[config.mk]
export PLATFORM = sky130hd
export DESIGN_NAME = ecc_mem_ctrl
export DESIGN_NICKNAME = d
export VERILOG_FILES = /design/src/ecc_pkg.sv /design/src/wb_mem_pkg.sv /design/src/ecc_mem_ctrl.sv
export SDC_FILE = /design/constraint.sdc
export NUM_CORES = 1
export LEC_CHECK = 0
export ABC_AREA = 1
export BUFFER_PORTS_ARGS = -buffer_cell sky130_fd_sc_hd__buf_2
export CAP_MARGIN = 20
export CORE_AREA = 2 2 177 179
export DETAILED_ROUTE_END_ITERATION = 10
export DIE_AREA = 0 0 179 181
export GPL_TIMING_DRIVEN = 0
export SLEW_MARGIN = 40
export SYNTH_ARGS = -nofsm -noshare
export SYNTH_HDL_FRONTEND = slang
export SYNTH_SLANG_ARGS = --single-unit
[constraint.sdc]
create_clock -name clk -period 3.9 [get_ports clk]
set_input_delay 0.39 -clock clk [delete_from_list [all_inputs] [get_ports clk]]
set_output_delay 0.39 -clock clk [all_outputs]
set_load 0.03 [all_outputs]
[src/ecc_pkg.sv]
package ecc_pkg;

    localparam int DATA_WIDTH   = 77;
    localparam int PARITY_WIDTH = 8;
    localparam int CODE_WIDTH   = DATA_WIDTH + PARITY_WIDTH;
    localparam int POS_WIDTH    = $clog2(CODE_WIDTH); // enough to index every codeword bit.

    // The decoder reads the check and data fields, while error injection
    // flips single bits through the flat view.
    typedef union packed {
        struct packed {
            logic [PARITY_WIDTH-1:0] check; // upper bits of the stored word.
            logic [DATA_WIDTH-1:0]   data;
        } fld;
        logic [CODE_WIDTH-1:0] flat;
    } codeword_t;

endpackage

[src/wb_mem_pkg.sv]
package wb_mem_pkg;

    localparam int MEM_DEPTH  = 64;
    localparam int ADDR_WIDTH = $clog2(MEM_DEPTH);

    localparam logic [1:0] ST_IDLE    = 2'd0;
    localparam logic [1:0] ST_RD_WAIT = 2'd1; // array output settles here.
    localparam logic [1:0] ST_ACK     = 2'd2;

    typedef enum logic [1:0] {
        INJ_NONE   = 2'd0,
        INJ_SINGLE = 2'd1,
        INJ_DOUBLE = 2'd2
    } inject_mode_t;

endpackage
[src/ecc_mem_ctrl.sv]
module ecc_mem_ctrl (
    input  logic                              clk,
    input  logic                              reset,
    input  logic                              cyc,
    input  logic                              stb,
    input  logic                              we,
    input  logic [wb_mem_pkg::ADDR_WIDTH-1:0] adr,
    input  logic [ecc_pkg::DATA_WIDTH-1:0]    dat_w,
    input  wb_mem_pkg::inject_mode_t          inject_mode,
    input  logic [ecc_pkg::POS_WIDTH-1:0]     inject_pos_a,
    input  logic [ecc_pkg::POS_WIDTH-1:0]     inject_pos_b,
    input  logic                              bypass,
    output logic                              ack,
    output logic [ecc_pkg::DATA_WIDTH-1:0]    enc_data,
    input  logic [ecc_pkg::PARITY_WIDTH-1:0]  enc_parity,
    output logic                              dec_bypass,
    input  logic [ecc_pkg::DATA_WIDTH-1:0]    dec_data,
    input  logic                              dec_sbit,
    output logic [wb_mem_pkg::ADDR_WIDTH-1:0] rd_addr,
    input  ecc_pkg::codeword_t                rd_data,
    output logic                              wr_en,
    output logic [wb_mem_pkg::ADDR_WIDTH-1:0] wr_addr,
    output ecc_pkg::codeword_t                wr_data
);
    import ecc_pkg::*;
    import wb_mem_pkg::*;

    logic [1:0] state;
    logic       rd_q;
    logic       bypass_q;
    logic       req;
    logic       fix_cycle;
    logic       scrub;
    codeword_t  code_new;

    assign req       = (state == ST_IDLE) && cyc && stb;
    assign ack       = (state == ST_ACK);
    assign fix_cycle = ack && rd_q; // the decoded word is on dec_data now.

    assign dec_bypass = bypass_q;
    assign rd_addr    = adr; // master holds adr until it sees ack.
    assign wr_addr    = adr;

    always_ff @(posedge clk) begin
        if (reset) begin
            state    <= ST_IDLE;
            rd_q     <= 1'b0;
            bypass_q <= 1'b0;
        end else begin
            case (state)
                ST_IDLE: begin
                    if (cyc && stb) begin
                        rd_q     <= !we;
                        bypass_q <= !we && bypass;
                        state    <= we ? ST_ACK : ST_RD_WAIT;
                    end
                end
                ST_RD_WAIT: state <= ST_ACK;
                default:    state <= ST_IDLE;
            endcase
        end
    end

    assign enc_data = fix_cycle ? dec_data : dat_w;

    always_comb begin
        code_new.fld.check = enc_parity;
        code_new.fld.data  = enc_data;
        wr_data            = code_new;
        if (!fix_cycle) begin
            case (inject_mode)
                INJ_SINGLE: begin
                    wr_data.flat[inject_pos_a] = !wr_data.flat[inject_pos_a];
                end
                INJ_DOUBLE: begin
                    wr_data.flat[inject_pos_a] = !wr_data.flat[inject_pos_a];
                    wr_data.flat[inject_pos_b] = !wr_data.flat[inject_pos_b];
                end
                default: ;
            endcase
        end
    end

    // Double errors are never rewritten, since the decoder cannot repair them.
    assign scrub = fix_cycle && dec_sbit && (code_new.flat != rd_data.flat);
    assign wr_en = (req && we) || scrub; // writes land at the edge that raises ack.

endmodule

Yosys cells after proc, flatten, opt, wreduce, memory -nomap -nowiden
Index checks and enable logic that the tools add are counted.
Storage, ports and cells
  register bits after elaboration: 4
  output and inout bits: 177
  logic and storage cells: 45
Operators by class
  $lt $le $gt $ge: 4
  eq/ne operators: 6
  multiplexer cells: 16
  reduce and logical (&&, ||, !) cells: 16
Operator list (count)
  $bwmux W85: 2
  $pmux W85 S2: 1
  $mux W85: 1
  $ne A85 B85 Y1: 1
  $mux W77: 1
  $lt A7 B8 Y1 const B: 2
  $bmux W1 S7: 2
  $demux W1 S7: 2
  $ge A7 B1 Y1 const B: 2
  $logic_and A1 B1 Y1: 10
  $eq A2 B1 Y1 const B: 2
  $eq A2 B2 Y1 const B: 2
  $mux W1: 4
  $mux W2: 2
  $pmux W2 S2: 1
  $logic_not A1 Y1: 3
  $logic_not A2 Y1: 1
  $ne A2 B1 Y1 const B: 1
  $reduce_and A2 Y1: 1
  $logic_or A1 B1 Y1: 1

Depth between registers and ports, before layout
  depth after elaboration: 13
  mapped depth: 29
  depth with buffers taken out: 25

Worst setup path before layout
OpenSTA, ideal clock, no wires.
  path type: flip-flop to output port
  start point: register state[1]
  end point: output wr_data[0] (netlist bit)
  arrival time: 3757 ps
  data required time: 3510 ps
  path slack: -247 ps
  stages on the path, launching flop included: 26
  cells stage by stage: dfxtp_1 > buf_4 > nand3_2 > buf_6 > o21ai_1 > o21ai_0 > nor2_1 > nand2_1 > nand2_1 > nand3_1 > nand2_1 > nand3_4 > buf_6 > o21ai_1 > inv_2 > nand2_1 > o21ai_1 > nor2_1 > a21oi_1 > nor2_1 > nand3_1 > buf_2 > buf_2 > nand2_1 > nand2_1 > a21oi_1
RTL lines
  start, declared: line ecc_mem_ctrl.sv:28  | logic [1:0] state;
  start signal, assigned: line ecc_mem_ctrl.sv:55  | state <= we ? ST_ACK : ST_RD_WAIT;
  end, declared: line ecc_mem_ctrl.sv:23  | output ecc_pkg::codeword_t wr_data

==> flow_metrics.py <==
metrics = {
    "outcome": {
        "status": "finished with violations",
        "violations": "negative setup slack",
    },
    "sta": {
        "finalClockSkew_ns": 0.001870,
        "min_period_over_period_pct": 119.4,
        "fin_crit_ns": 4.657,
        "tightest_slew_ns": 0.9681,
        "slew_viol_final": 0,
        "setup_viol": 85,
        "maxSlewHeadroom_pct": 35.46,
        "finalHoldViolCount": 0,
        "fmax_mhz": 214.7,
        "rsz0062_at_grt": "yes",
        "finalWorstSetupSlack_ns": -0.7571,
    },
    "synth": {
        "synth_cell_types": 33,
        "ys_async_sr_fraction_pct": 0,
        "netlist_instances": 2249,
        "synth_top_cell_by_area": "nand2_1",
        "synth_most_common_cell": "nand2_1",
        "syn_area_per_cell_um2": 4.450,
        "synth-edff-count": 0,
        "synth.area.top_cells": "nand2_1, nor2_1, inv_1, o21ai_0, nand3_1",
        "syn-num-nets": 2527,
        "ys.warnings.count": 0,
        "yosysTopAreaCellShare_pct": 29.67,
        "syn_area_um2": 10010,
        "synth-seq-cells": 4,
        "synthTopCellsByCount": "nand2_1, nor2_1, inv_1",
        "synth-main-ff-cell": "dfxtp_1",
        "seq_area_frac_synth_pct": 0.8002,
    },
    "global_route": {
        "grt-ovfl-total": 0,
        "antenna_found_initial": 6,
        "first_global_vias": 16140,
        "gr-usage-all-layers_pct": 45.31,
        "grt_start_max_net_pins": 11,
        "grt_pass1_wl_um": 106600,
    },
    "layout": {
        "fin_cells": 3145,
        "nets": 3023,
        "syn_to_final_growth_pct": 50.89,
        "nFillCells": 3409,
        "multi_input_area_um2": 8955,
        "regArea_um2": 86.33,
        "stdcell_area_um2": 15100,
        "layout-drive-gt1-share_pct": 29.89,
    },
    "placement": {
        "finalWeightedCongestion": 1.022,
        "hpwl_um": 59740,
        "place_inst": 3093,
        "postPlaceCellArea_um2": 12970,
        "port_buffers": 446,
    },
    "worst_setup_path": {
        "cp_slowest_cell": "dfxtp_2",
        "arrival_ns": 4.27,
        "endpoint_kind": "primary output",
        "startpoint_type": "register",
        "r2r_slack_ns": 2.54,
        "r2r-start": "state[1]$_SDFFE_PP0P_",
        "reg2reg_depth": 7,
        "startpoint": "rd_q$_SDFFE_PP0P_",
        "reg2reg_to": "dec_bypass$_SDFFE_PP0P_",
        "cpMostUsedCell": "nand2_1",
        "cp-endpoint": "wr_data[57]",
        "critPathMaxStageDelay_ns": 0.31,
        "cp.required_ns": 3.51,
        "crit_path_max_fanout": 9,
        "setup.worst_path.class": "register to primary output",
    },
    "clocking": {
        "clockRootBuffer": "clkbuf_16",
        "cts.path.max_buffers": 2,
        "tritoncts": "yes",
        "clock-sinks": 4,
        "clk_latency_ns": 0.23,
        "htree_levels": 1,
        "cts_buffers": 3,
        "clk_pin_slew_ns": 0.03,
    },
    "floorplan": {
        "num_rows": 64,
        "dieHeight_um": 181,
        "die_w_um": 179,
        "die_area_um2": 32400,
        "initial_core_util_pct": 32.97,
        "core-area_um2": 30350,
        "io_pins": 453,
    },
    "detailed_routing": {
        "drt_iter0_drc": 2169,
        "dr_total_vias": 17780,
        "wl_um": 77200,
        "vias_per_cell": 5.654,
        "ant_nets": 0,
        "first_pass_iters": 6,
        "wl_per_cell_um": 24.55,
        "drcViolationCount": 0,
    },
    "power_and_ir_drop": {
        "max-vdd-ir-drop_mv": 0.1086,
        "powerDensity_nw_per_um2": 177.0,
        "leakage_nw": 8.543,
    },
    "worst_hold_path": {
        "hold_class": "input pin to register",
    },
    "job": {
        "drv_cap": 0,
    },
}
==> through the flow <==
step | utilization, % | hold slack [ns] | worst slack [ns] | TNS, ns | power, mW
3_3_place_gp | 42.59 | 0.4897 | -2.297 | -184.16 | 2.067
2_1_floorplan | - | 0.4628 | 0.1151 | 0 | 1.275
6_report | 49.75 | 0.3670 | -0.7571 | -56.79 | 2.673
3_5_place_dp | 42.74 | 0.5001 | -2.314 | -185.24 | 2.079
4_1_cts | 47.93 | 0.3650 | -0.8256 | -65.37 | 2.530
5_1_grt | 49.74 | 0.3758 | -0.8922 | -70.45 | 2.784
==> state kept, by name, indices dropped and copies added, names as in the netlist <==
signal,cells
dec_bypass,1
state,2
rd_q,1
==> where the power goes <==
part           internal [mW]  leakage, nW  switching (mW)  total, mW
combinational          0.822         8.47            1.64       2.47
sequential            0.0427       0.0342         0.00117     0.0439
clock                  0.131       0.0370          0.0323      0.164
==> cell families (layout without fill, tap and decap cells) <==
logic type,after synthesis,in the layout,share of synthesized area (%)
AND/OR/NAND/NOR,1422,1422,58.78
buffers and inverters,460,954,18.70
AO/OA/AOI/OAI,299,299,16.04
XOR/XNOR,62,62,5.426
flip-flops,4,4,0.8002
adder cells (fa/ha/maj),2,2,0.2500
other,0,6,0
==> cells in the final DEF (no fill, tap or decap), types with 6 or more instances in the layout <==
cell,synthesis,layout
nand3_2,1,14
buf_12,0,19
buf_1,7,7
o21ai_0,157,149
clkbuf_1,64,45
diode_2,0,6
buf_6,4,74
nor2_2,0,11
nand2_4,0,28
xnor2_1,25,25
xor2_1,37,37
nand4_1,82,82
clkbuf_4,0,13
a21oi_4,0,7
or2_2,34,34
buf_2,29,365
buf_8,0,10
nor3_1,14,11
a21oi_2,1,60
inv_1,319,318
nor2_1,338,326
nand2_1,791,703
nand3_1,152,137
nand2_2,0,60
o21ai_1,11,10
o211ai_1,29,29
a21oi_1,93,27
o21ai_2,2,9
buf_4,21,67
inv_2,9,6
clkbuf_2,0,10
==> critical path: cells and delay by family (launching register included) <==
family	cells	cell delay (ns)
buf+inv	10	1.42
simple gates	19	1.69
flops	1	0.31
compound gates	3	0.59
==> what timing repair did <==
item	CTS	global route
setup endpoints to repair	86	86
hold buffers	0	0
gates resized for setup	306	169
pin swaps	43	78
gates cloned	8	2
setup buffers	30	9
==> layer usage <==
| metal | global-route usage, % | wire length [um] | vias up |
|---|---|---|---|
| met5 | 0 | 10 | - |
| met4 | 24.26 | 4877 | 2 |
| met3 | 11.43 | 9910 | 271 |
| met2 | 68.83 | 32430 | 1330 |
| met1 | 58.27 | 29970 | 8152 |
| li1 | - | - | 8027 |
==> cell type report <==
| type | count | area share, % |
|---|---|---|
| inverter | 335 | 8.543 |
| buffer | 124 | 6.198 |
| multi-input combinational | 1785 | 59.31 |
| antenna | 6 | 0.09944 |
| tap | 396 | 3.281 |
| sequential | 4 | 0.5718 |
| clock buffer | 3 | 0.4972 |
| timing repair buffer | 492 | 21.50 |
==> worst min-delay path by stage <==
stage                     cells after the start                 endpoint  slack (ns)                     from
after global placement                        2  dec_bypass$_SDFFE_PP0P_        0.49  dec_bypass$_SDFFE_PP0P_
after CTS                                     2    state[1]$_SDFFE_PP0P_        0.37                    reset
after global routing                          2    state[1]$_SDFFE_PP0P_        0.38                    reset
after detailed placement                      2  dec_bypass$_SDFFE_PP0P_        0.50  dec_bypass$_SDFFE_PP0P_
final                                         2    state[1]$_SDFFE_PP0P_        0.37                    reset
after floorplan                               1    state[1]$_SDFFE_PP0P_        0.46                    reset
Power figures use the tool's default switching activity.
