<file path="config.mk">
export PLATFORM = sky130hd
export DESIGN_NAME = ecc_secded_77
export DESIGN_NICKNAME = d
export VERILOG_FILES = /design/src/ecc_pkg.sv /design/src/ecc_secded_77.sv
export SDC_FILE = /design/constraint.sdc
export NUM_CORES = 1
export LEC_CHECK = 0
export BUFFER_PORTS_ARGS = -buffer_cell sky130_fd_sc_hd__buf_2
export CAP_MARGIN = 10
export CORE_MARGIN = 1
export CORE_UTILIZATION = 35
export DETAILED_ROUTE_END_ITERATION = 8
export PLACE_DENSITY = 0.57
export SYNTH_ARGS = -nofsm -noshare
export SYNTH_HDL_FRONTEND = slang
export SYNTH_SLANG_ARGS = --single-unit
export TNS_END_PERCENT = 30
</file>
<file path="constraint.sdc">
create_clock -name vclk -period 9.3
set_clock_uncertainty 0.15 [all_clocks]
set_input_delay 0.93 -clock vclk [all_inputs]
set_output_delay 0.93 -clock vclk [all_outputs]
set_load 0.01 [all_outputs]
</file>
<file path="src/ecc_pkg.sv">
package ecc_pkg;

    localparam int DATA_WIDTH   = 77;
    localparam int PARITY_WIDTH = 8;
    localparam int CODE_WIDTH   = DATA_WIDTH + PARITY_WIDTH;
    localparam int POS_WIDTH    = $clog2(CODE_WIDTH); // enough to index every codeword bit.

    // The decoder reads the check and data fields, while error injection
    // flips single bits through the flat view.
    typedef union packed {
        struct packed {
            logic [PARITY_WIDTH-1:0] check; // upper bits of the stored word.
            logic [DATA_WIDTH-1:0]   data;
        } fld;
        logic [CODE_WIDTH-1:0] flat;
    } codeword_t;

endpackage

</file>
<file path="src/ecc_secded_77.sv">
module ecc_secded_77 (
    input  logic [ecc_pkg::DATA_WIDTH-1:0]   data_in,
    input  logic [ecc_pkg::PARITY_WIDTH-1:0] parity_in,
    input  logic                             bypass,
    output logic [ecc_pkg::DATA_WIDTH-1:0]   data_out,
    output logic [ecc_pkg::PARITY_WIDTH-1:0] parity_out,
    output logic                             sbit_err,
    output logic                             dbit_err
);
    import ecc_pkg::*;

    logic [PARITY_WIDTH-1:0] syndrome;
    logic [DATA_WIDTH-1:0]   mask;
    logic                    data_hit;
    logic                    check_hit;
    logic                    single;

    // Hamming positions 3..84 without the powers of two, and p[7] makes
    // every column odd weight so that two flips never alias a single one.
    function automatic logic [PARITY_WIDTH-1:0] ecc_encode(input logic [DATA_WIDTH-1:0] d);
        logic [PARITY_WIDTH-1:0] p;
        p[0] = d[0] ^ d[1] ^ d[3] ^ d[4] ^ d[6] ^ d[8] ^ d[10] ^ d[11] ^ d[13] ^ d[15]
             ^ d[17] ^ d[19] ^ d[21] ^ d[23] ^ d[25] ^ d[26] ^ d[28] ^ d[30] ^ d[32]
             ^ d[34] ^ d[36] ^ d[38] ^ d[40] ^ d[42] ^ d[44] ^ d[46] ^ d[48] ^ d[50]
             ^ d[52] ^ d[54] ^ d[56] ^ d[57] ^ d[59] ^ d[61] ^ d[63] ^ d[65] ^ d[67]
             ^ d[69] ^ d[71] ^ d[73] ^ d[75];
        p[1] = d[0] ^ d[2] ^ d[3] ^ d[5] ^ d[6] ^ d[9] ^ d[10] ^ d[12] ^ d[13] ^ d[16]
             ^ d[17] ^ d[20] ^ d[21] ^ d[24] ^ d[25] ^ d[27] ^ d[28] ^ d[31] ^ d[32]
             ^ d[35] ^ d[36] ^ d[39] ^ d[40] ^ d[43] ^ d[44] ^ d[47] ^ d[48] ^ d[51]
             ^ d[52] ^ d[55] ^ d[56] ^ d[58] ^ d[59] ^ d[62] ^ d[63] ^ d[66] ^ d[67]
             ^ d[70] ^ d[71] ^ d[74] ^ d[75];
        p[2] = d[1] ^ d[2] ^ d[3] ^ d[7] ^ d[8] ^ d[9] ^ d[10] ^ d[14] ^ d[15] ^ d[16]
             ^ d[17] ^ d[22] ^ d[23] ^ d[24] ^ d[25] ^ d[29] ^ d[30] ^ d[31] ^ d[32]
             ^ d[37] ^ d[38] ^ d[39] ^ d[40] ^ d[45] ^ d[46] ^ d[47] ^ d[48] ^ d[53]
             ^ d[54] ^ d[55] ^ d[56] ^ d[60] ^ d[61] ^ d[62] ^ d[63] ^ d[68] ^ d[69]
             ^ d[70] ^ d[71] ^ d[76];
        p[3] = (^d[10:4]) ^ (^d[25:18]) ^ (^d[40:33]) ^ (^d[56:49]) ^ (^d[71:64]);
        p[4] = (^d[25:11]) ^ (^d[56:41]) ^ (^d[76:72]);
        p[5] = ^d[56:26];
        p[6] = ^d[76:57];
        p[7] = d[0] ^ d[1] ^ d[2] ^ d[4] ^ d[5] ^ d[7] ^ d[10] ^ d[11] ^ d[12] ^ d[14]
             ^ d[17] ^ d[18] ^ d[21] ^ d[23] ^ d[24] ^ d[26] ^ d[27] ^ d[29] ^ d[32]
             ^ d[33] ^ d[36] ^ d[38] ^ d[39] ^ d[41] ^ d[44] ^ d[46] ^ d[47] ^ d[50]
             ^ d[51] ^ d[53] ^ d[56] ^ d[57] ^ d[58] ^ d[60] ^ d[63] ^ d[64] ^ d[67]
             ^ d[69] ^ d[70] ^ d[72] ^ d[75];
        return p;
    endfunction

    assign parity_out = ecc_encode(data_in);
    assign syndrome   = parity_in ^ parity_out;

    always_comb begin
        for (int i = 0; i < DATA_WIDTH; i++) begin
            mask[i] = (syndrome == ecc_encode(DATA_WIDTH'(1) << i)); // column i of the code.
        end
    end

    assign data_hit  = |mask;
    assign check_hit = (syndrome != '0) && ((syndrome & (syndrome - 1'b1)) == '0);
    assign single    = data_hit || check_hit; // a flipped check bit leaves the data as is.

    assign data_out = bypass ? data_in : data_in ^ mask;
    assign sbit_err = !bypass && single;
    assign dbit_err = !bypass && (syndrome != '0) && !single;

endmodule

</file>
Word level (Yosys, flattened, before mapping)

Cells that the tools add are included.

Reduce and logical (&&, ||, !) cells: 20
Shift operators: 0
$lt $le $gt $ge: 0
Eq/ne operators: 77
Bitwise gates (word level): 167
Multiply operators: 0
Divide/modulo/power cells: 0
Add/sub/neg operators: 1
Mux-type cells: 1

Operator list:

| operator              | count |
|---|---|
| $eq A8 B8 Y1 const B  | 41 |
| $xor A1 B1 Y1         | 164 |
| $eq A8 B6 Y1 const B  | 15 |
| $eq A8 B7 Y1 const B  | 10 |
| $mux W77              | 1 |
| $reduce_or A77 Y1     | 1 |
| $xor A77 B77 Y77      | 1 |
| $eq A8 B5 Y1 const B  | 7 |
| $reduce_xor A8 Y1     | 4 |
| $reduce_xor A31 Y1    | 1 |
| $eq A8 B4 Y1 const B  | 3 |
| $reduce_xor A20 Y1    | 1 |
| $reduce_xor A16 Y1    | 1 |
| $reduce_xor A15 Y1    | 1 |
| $and A8 B8 Y8         | 1 |
| $eq A8 B3 Y1 const B  | 1 |
| $logic_not A8 Y1      | 1 |
| $reduce_bool A8 Y1    | 1 |
| $sub A8 B1 Y8 const B | 1 |
| $xor A8 B8 Y8         | 1 |
| $reduce_xor A7 Y1     | 1 |
| $reduce_xor A5 Y1     | 1 |
| $logic_and A1 B1 Y1   | 4 |
| $logic_not A1 Y1      | 2 |
| $logic_or A1 B1 Y1    | 1 |

RAM bits: 0
Output and inout port bits: 87
Bits in registers: 0
ROM bits: 0
Bits in latches: 0
Word-level logic and storage cells: 266
Memories kept: 0

Logic depth before layout (Yosys ltp)

Word-level depth: 48
Gate-level depth with buffers: 13

Worst setup path after synthesis

OpenSTA, ideal clock, no wires.

Path type: input to output
Start point: in data_in[56] (netlist bit)
End point: out dbit_err
Stages on the path: 12
Buffers on the path: 1
Data required time: 8220 ps
Data arrival time: 4056 ps
Setup slack: 4164 ps
Path through: buf_2 -> xor3_1 -> xnor3_1 -> xor3_1 -> xnor3_4 -> xnor3_1 -> a32oi_1 -> nor2_1 -> o21ai_1 -> o211ai_1 -> nor4_2 -> o2111a_1

Cells in the longest elaborated chain, start to end: 19

RTL lines:

| element                                              | RTL line                                                      | source |
|---|---|---|
| start, declared                                      | ecc_secded_77.sv:2                                            | `input logic [ecc_pkg::DATA_WIDTH-1:0] data_in,` |
| $xor A1 B1 Y1, on equally long branches (7 in a row) | ecc_secded_77.sv:25, ecc_secded_77.sv:30, ecc_secded_77.sv:44 |  |
| $xor A1 B1 Y1, on equally long branches (4 in a row) | ecc_secded_77.sv:26, ecc_secded_77.sv:31, ecc_secded_77.sv:45 |  |
| $xor A8 B8 Y8 *                                      | ecc_secded_77.sv:50                                           | `assign syndrome = parity_in ^ parity_out;` |
| $sub A8 B1 Y8                                        | ecc_secded_77.sv:59                                           | `assign check_hit = (syndrome != '0) && ((syndrome & (syndrome - 1'b1)) == '0);` |
| $and A8 B8 Y8                                        | ecc_secded_77.sv:59                                           |  |
| $logic_not A8 Y1                                     | ecc_secded_77.sv:59                                           |  |
| $logic_and A1 B1 Y1                                  | ecc_secded_77.sv:59                                           |  |
| $logic_or A1 B1 Y1                                   | ecc_secded_77.sv:60                                           | `assign single = data_hit \|\| check_hit;` |
| $logic_not A1 Y1                                     | ecc_secded_77.sv:64                                           | `assign dbit_err = !bypass && (syndrome != '0) && !single;` |
| $logic_and A1 B1 Y1 *                                | ecc_secded_77.sv:64                                           |  |
| end, declared                                        | ecc_secded_77.sv:8                                            | `output logic dbit_err` |

Every way passes the cells marked *; elsewhere a longest branch is shown, timed or not.

Worst setup path after layout

Start point: in data_in[6] (netlist bit)
End point: out dbit_err

Cells in the longest elaborated chain, start to end: 45

RTL lines:

| element                                              | RTL line |
|---|---|
| $xor A1 B1 Y1, on equally long branches (6 in a row) | ecc_secded_77.sv:22, ecc_secded_77.sv:27 |
| $xor A1 B1 Y1, on equally long branches (9 in a row) | ecc_secded_77.sv:23, ecc_secded_77.sv:28 |
| $xor A1 B1 Y1, on equally long branches (9 in a row) | ecc_secded_77.sv:24, ecc_secded_77.sv:29 |
| $xor A1 B1 Y1, on equally long branches (9 in a row) | ecc_secded_77.sv:25, ecc_secded_77.sv:30 |
| $xor A1 B1 Y1, on equally long branches (4 in a row) | ecc_secded_77.sv:26, ecc_secded_77.sv:31 |
| $xor A8 B8 Y8 *                                      | ecc_secded_77.sv:50 |
| $sub A8 B1 Y8                                        | ecc_secded_77.sv:59 |
| $and A8 B8 Y8                                        | ecc_secded_77.sv:59 |
| $logic_not A8 Y1                                     | ecc_secded_77.sv:59 |
| $logic_and A1 B1 Y1                                  | ecc_secded_77.sv:59 |
| $logic_or A1 B1 Y1                                   | ecc_secded_77.sv:60 |
| $logic_not A1 Y1                                     | ecc_secded_77.sv:64 |
| $logic_and A1 B1 Y1 *                                | ecc_secded_77.sv:64 |

Marks and branches as above.

==> impl_metrics.csv <==
group,metric,value,unit
detailed_routing,drt_pass1_iterations,7,
timing,post-route-min-period,6350,ps
timing,final_max_slew_viol_count,0,
place,number_of_buffers_added_on_ports,173,
floorplan,floorplan_die_area,12400,um^2
cells_and_area,n_clock_buffer,0,
yosys,synthesis.area_per_instance,8.12,um^2
critical_path,critPathArrivalTime,5270,ps
cells_and_area,finalNetCount,758,
timing,totalNegativeSetupSlack,0,ps
run_status,violations_in_the_final_reports,"design-rule violations",
worst_hold_path,min_path_type,"input pin to output pin",
cells_and_area,filler_cell_count,1209,
cells_and_area,seq_cells,0,
worst_hold_path,timing.hold.worst_path_depth,3,
yosys,yosysWarnings,0,
place,hpwl,15.0,mm
run_status,status,"finished, violations left",
run,drv_cap,0,
detailed_routing,wl,18.2,mm
timing,tightestPinTransition,1040,ps
timing,fmax,0.157,GHz
critical_path,worstPathCellList,"buf_2 -> xnor2_1 -> xnor3_1 -> xnor2_2 -> xnor3_1 -> clkinv_1 -> nand4_1 -> a311oi_1 -> a31oi_1 -> o211ai_1 -> nor4_2 -> o2111a_1 -> buf_2",
yosys,mappedNetlistNets,601,
critical_path,crit_type,"input pin to output pin",
floorplan,rows,39,
clock_network,postCtsResizedCells,0,
cells_and_area,regArea,0,um^2
detailed_routing,first_iter_violations,485,
floorplan,die_w,111,um
global_routing,grt_max_degree,27,
critical_path,crit_path_max_incr_delay,830,ps
cells_and_area,antenna_cells_inserted,0,
cells_and_area,area.growth.synth_to_final,23.2,%
timing,finalSetupViolations,0,
cells_and_area,post_route_cells_drive_above_1_share,27.6,%
critical_path,worst_setup_ep_type,"output pin",
critical_path,setup.worst_path.start_class,"input pin",
yosys,syn_inst,515,
global_routing,antenna_violations_before_repair,0,
timing,slew_headroom,30.3,%
detailed_routing,routed-via-count,4471,
critical_path,cp.required,8220,ps
critical_path,critPathBufInv,3,
yosys,synth_cell_types,43,
global_routing,grt-ovfl-total,0,
floorplan,initial_core_util,36.3,%
clock_network,cts.repair_timing.setup_buffer_count,0,
detailed_routing,post_route_drc,40,
floorplan,die_h,111,um
worst_hold_path,hold_wc_startpoint,"data_in[1]",
detailed_routing,viasPerCell,5.50,
detailed_routing,detail-route-antenna-nets,0,
detailed_routing,drt-wirelength-per-cell,22.3,um
global_routing,wire_length_of_the_first_global_routing_pass,26.6,mm
floorplan,io_pins,173,
global_routing,grt_pass1_vias,4356,
critical_path,critical_path.max_fanout,21,
place,globalplace.congestion,0.929,
critical_path,worst_path_cell_with_the_longest_stage_delay,"sky130_fd_sc_hd__xnor3_1",
critical_path,critical_path.top_delay_family,"XOR/XNOR gates",
timing,hold_violations,0,
worst_hold_path,timing.hold.worst_endpoint,"data_out[1]",
yosys,synth-seq-area-share,0,%
yosys,netlist_area,4180,um^2
critical_path,startpoint_of_the_most_critical_setup_path,"data_in[6]",
timing,grt_setup_unrepaired,"no",
global_routing,gr-usage-all-layers,28.5,%
clock_network,ctsHoldBuffers,0,
floorplan,coreArea,11500,um^2
timing,portion_of_the_clock_cycle_consumed_by_the_worst_path_in_the_final_layout,68.3,%
-- worst max-delay path by stage --
stage,to,cells after the start,slack (ps)
floorplan,dbit_err,12,4160
global placement,sbit_err,13,2960
finish,dbit_err,13,2950
detailed placement,sbit_err,13,2730
CTS,sbit_err,13,2700
global route,dbit_err,13,2680
-- cells in the mapped netlist (4+ instances only) --
| cell | n | share of area (%) |
|---|---|---|
| sky130_fd_sc_hd__clkbuf_1 | 9 | 0.81 |
| sky130_fd_sc_hd__nor2_1 | 98 | 8.8 |
| sky130_fd_sc_hd__o21ai_0 | 4 | 0.48 |
| sky130_fd_sc_hd__xnor2_2 | 4 | 1.6 |
| sky130_fd_sc_hd__nor4_1 | 5 | 0.75 |
| sky130_fd_sc_hd__a32oi_1 | 4 | 0.84 |
| sky130_fd_sc_hd__xor2_1 | 89 | 19 |
| sky130_fd_sc_hd__nor3_1 | 12 | 1.4 |
| sky130_fd_sc_hd__xor3_1 | 5 | 2.8 |
| sky130_fd_sc_hd__xnor2_1 | 101 | 21 |
| sky130_fd_sc_hd__a31oi_1 | 4 | 0.60 |
| sky130_fd_sc_hd__nand2_1 | 51 | 4.6 |
| sky130_fd_sc_hd__a21oi_1 | 8 | 0.96 |
| sky130_fd_sc_hd__nand4_1 | 6 | 0.90 |
| sky130_fd_sc_hd__buf_2 | 10 | 1.2 |
| sky130_fd_sc_hd__inv_1 | 5 | 0.45 |
| sky130_fd_sc_hd__nand3_1 | 16 | 1.9 |
| sky130_fd_sc_hd__o32ai_1 | 4 | 0.84 |
| sky130_fd_sc_hd__xnor3_1 | 43 | 23 |
-- placed cells by master (no fill, tap or decap), drive strengths merged --
cell type  count
and3           3
and2           3
nor3          12
a311oi         2
nand2         51
xnor2        105
a31oi          4
nor4b          1
a41oi          2
a211oi         2
and3b          1
o22ai          3
clkinv         1
nor2          98
o21ai          5
a32oi          4
buf          176
and4           1
mux2i          1
nor4           6
nand2b         1
o32ai          4
a2111oi        3
xor2          91
o211ai         2
nand3         16
xor3           6
xnor3         44
a32o           1
a221oi         1
o2111a         1
inv            5
a21oi          8
nand4          6
-- through the flow --
| stage | utilization, % | area (um^2) | worst slack [ps] | std cells | hold slack, ps |
|---|---|---|---|---|---|
| 6_report | 44.7 | 5150 | 2950 | 813 | 2000 |
| 4_1_cts | 44.7 | 5140 | 2700 | 812 | 2000 |
| 2_1_floorplan | - | 4180 | 4160 | 515 | 1750 |
| 3_3_place_gp | 44.7 | 5140 | 2960 | 812 | 2000 |
| 5_1_grt | 44.7 | 5150 | 2680 | 813 | 2020 |
| 3_5_place_dp | 44.7 | 5140 | 2730 | 812 | 2000 |
-- layer usage --
| layer | wire length [um] | GRT usage, % | vias up |
|---|---|---|---|
| met5 | 0 | 0 | - |
| met4 | 631 | 9.28 | 0 |
| met3 | 1380 | 2.90 | 34 |
| met2 | 9080 | 51.2 | 282 |
| met1 | 7060 | 35.5 | 2118 |
| li1 | - | - | 2037 |
-- cell families (layout without fill, tap and decap cells) --
group	count (synthesis)	in the layout	synth area share, %
AND/OR/NAND/NOR	199	199	20.4
XOR/XNOR	246	246	69.4
multiplexers	1	1	0.239
buffers and inverters	27	182	2.84
AO/OA/AOI/OAI	42	42	7.18
-- cell type report --
type	instances	area, um^2	area share [%]
multi-input cells	488	4060	78.8
repair buffers	176	888	17.2
well taps	143	179	3.47
inverters	6	22.5	0.437
Power is left out: the tool's default activity adds up to more than one toggle a clock period on the data nets, which glitch-free logic cannot reach.
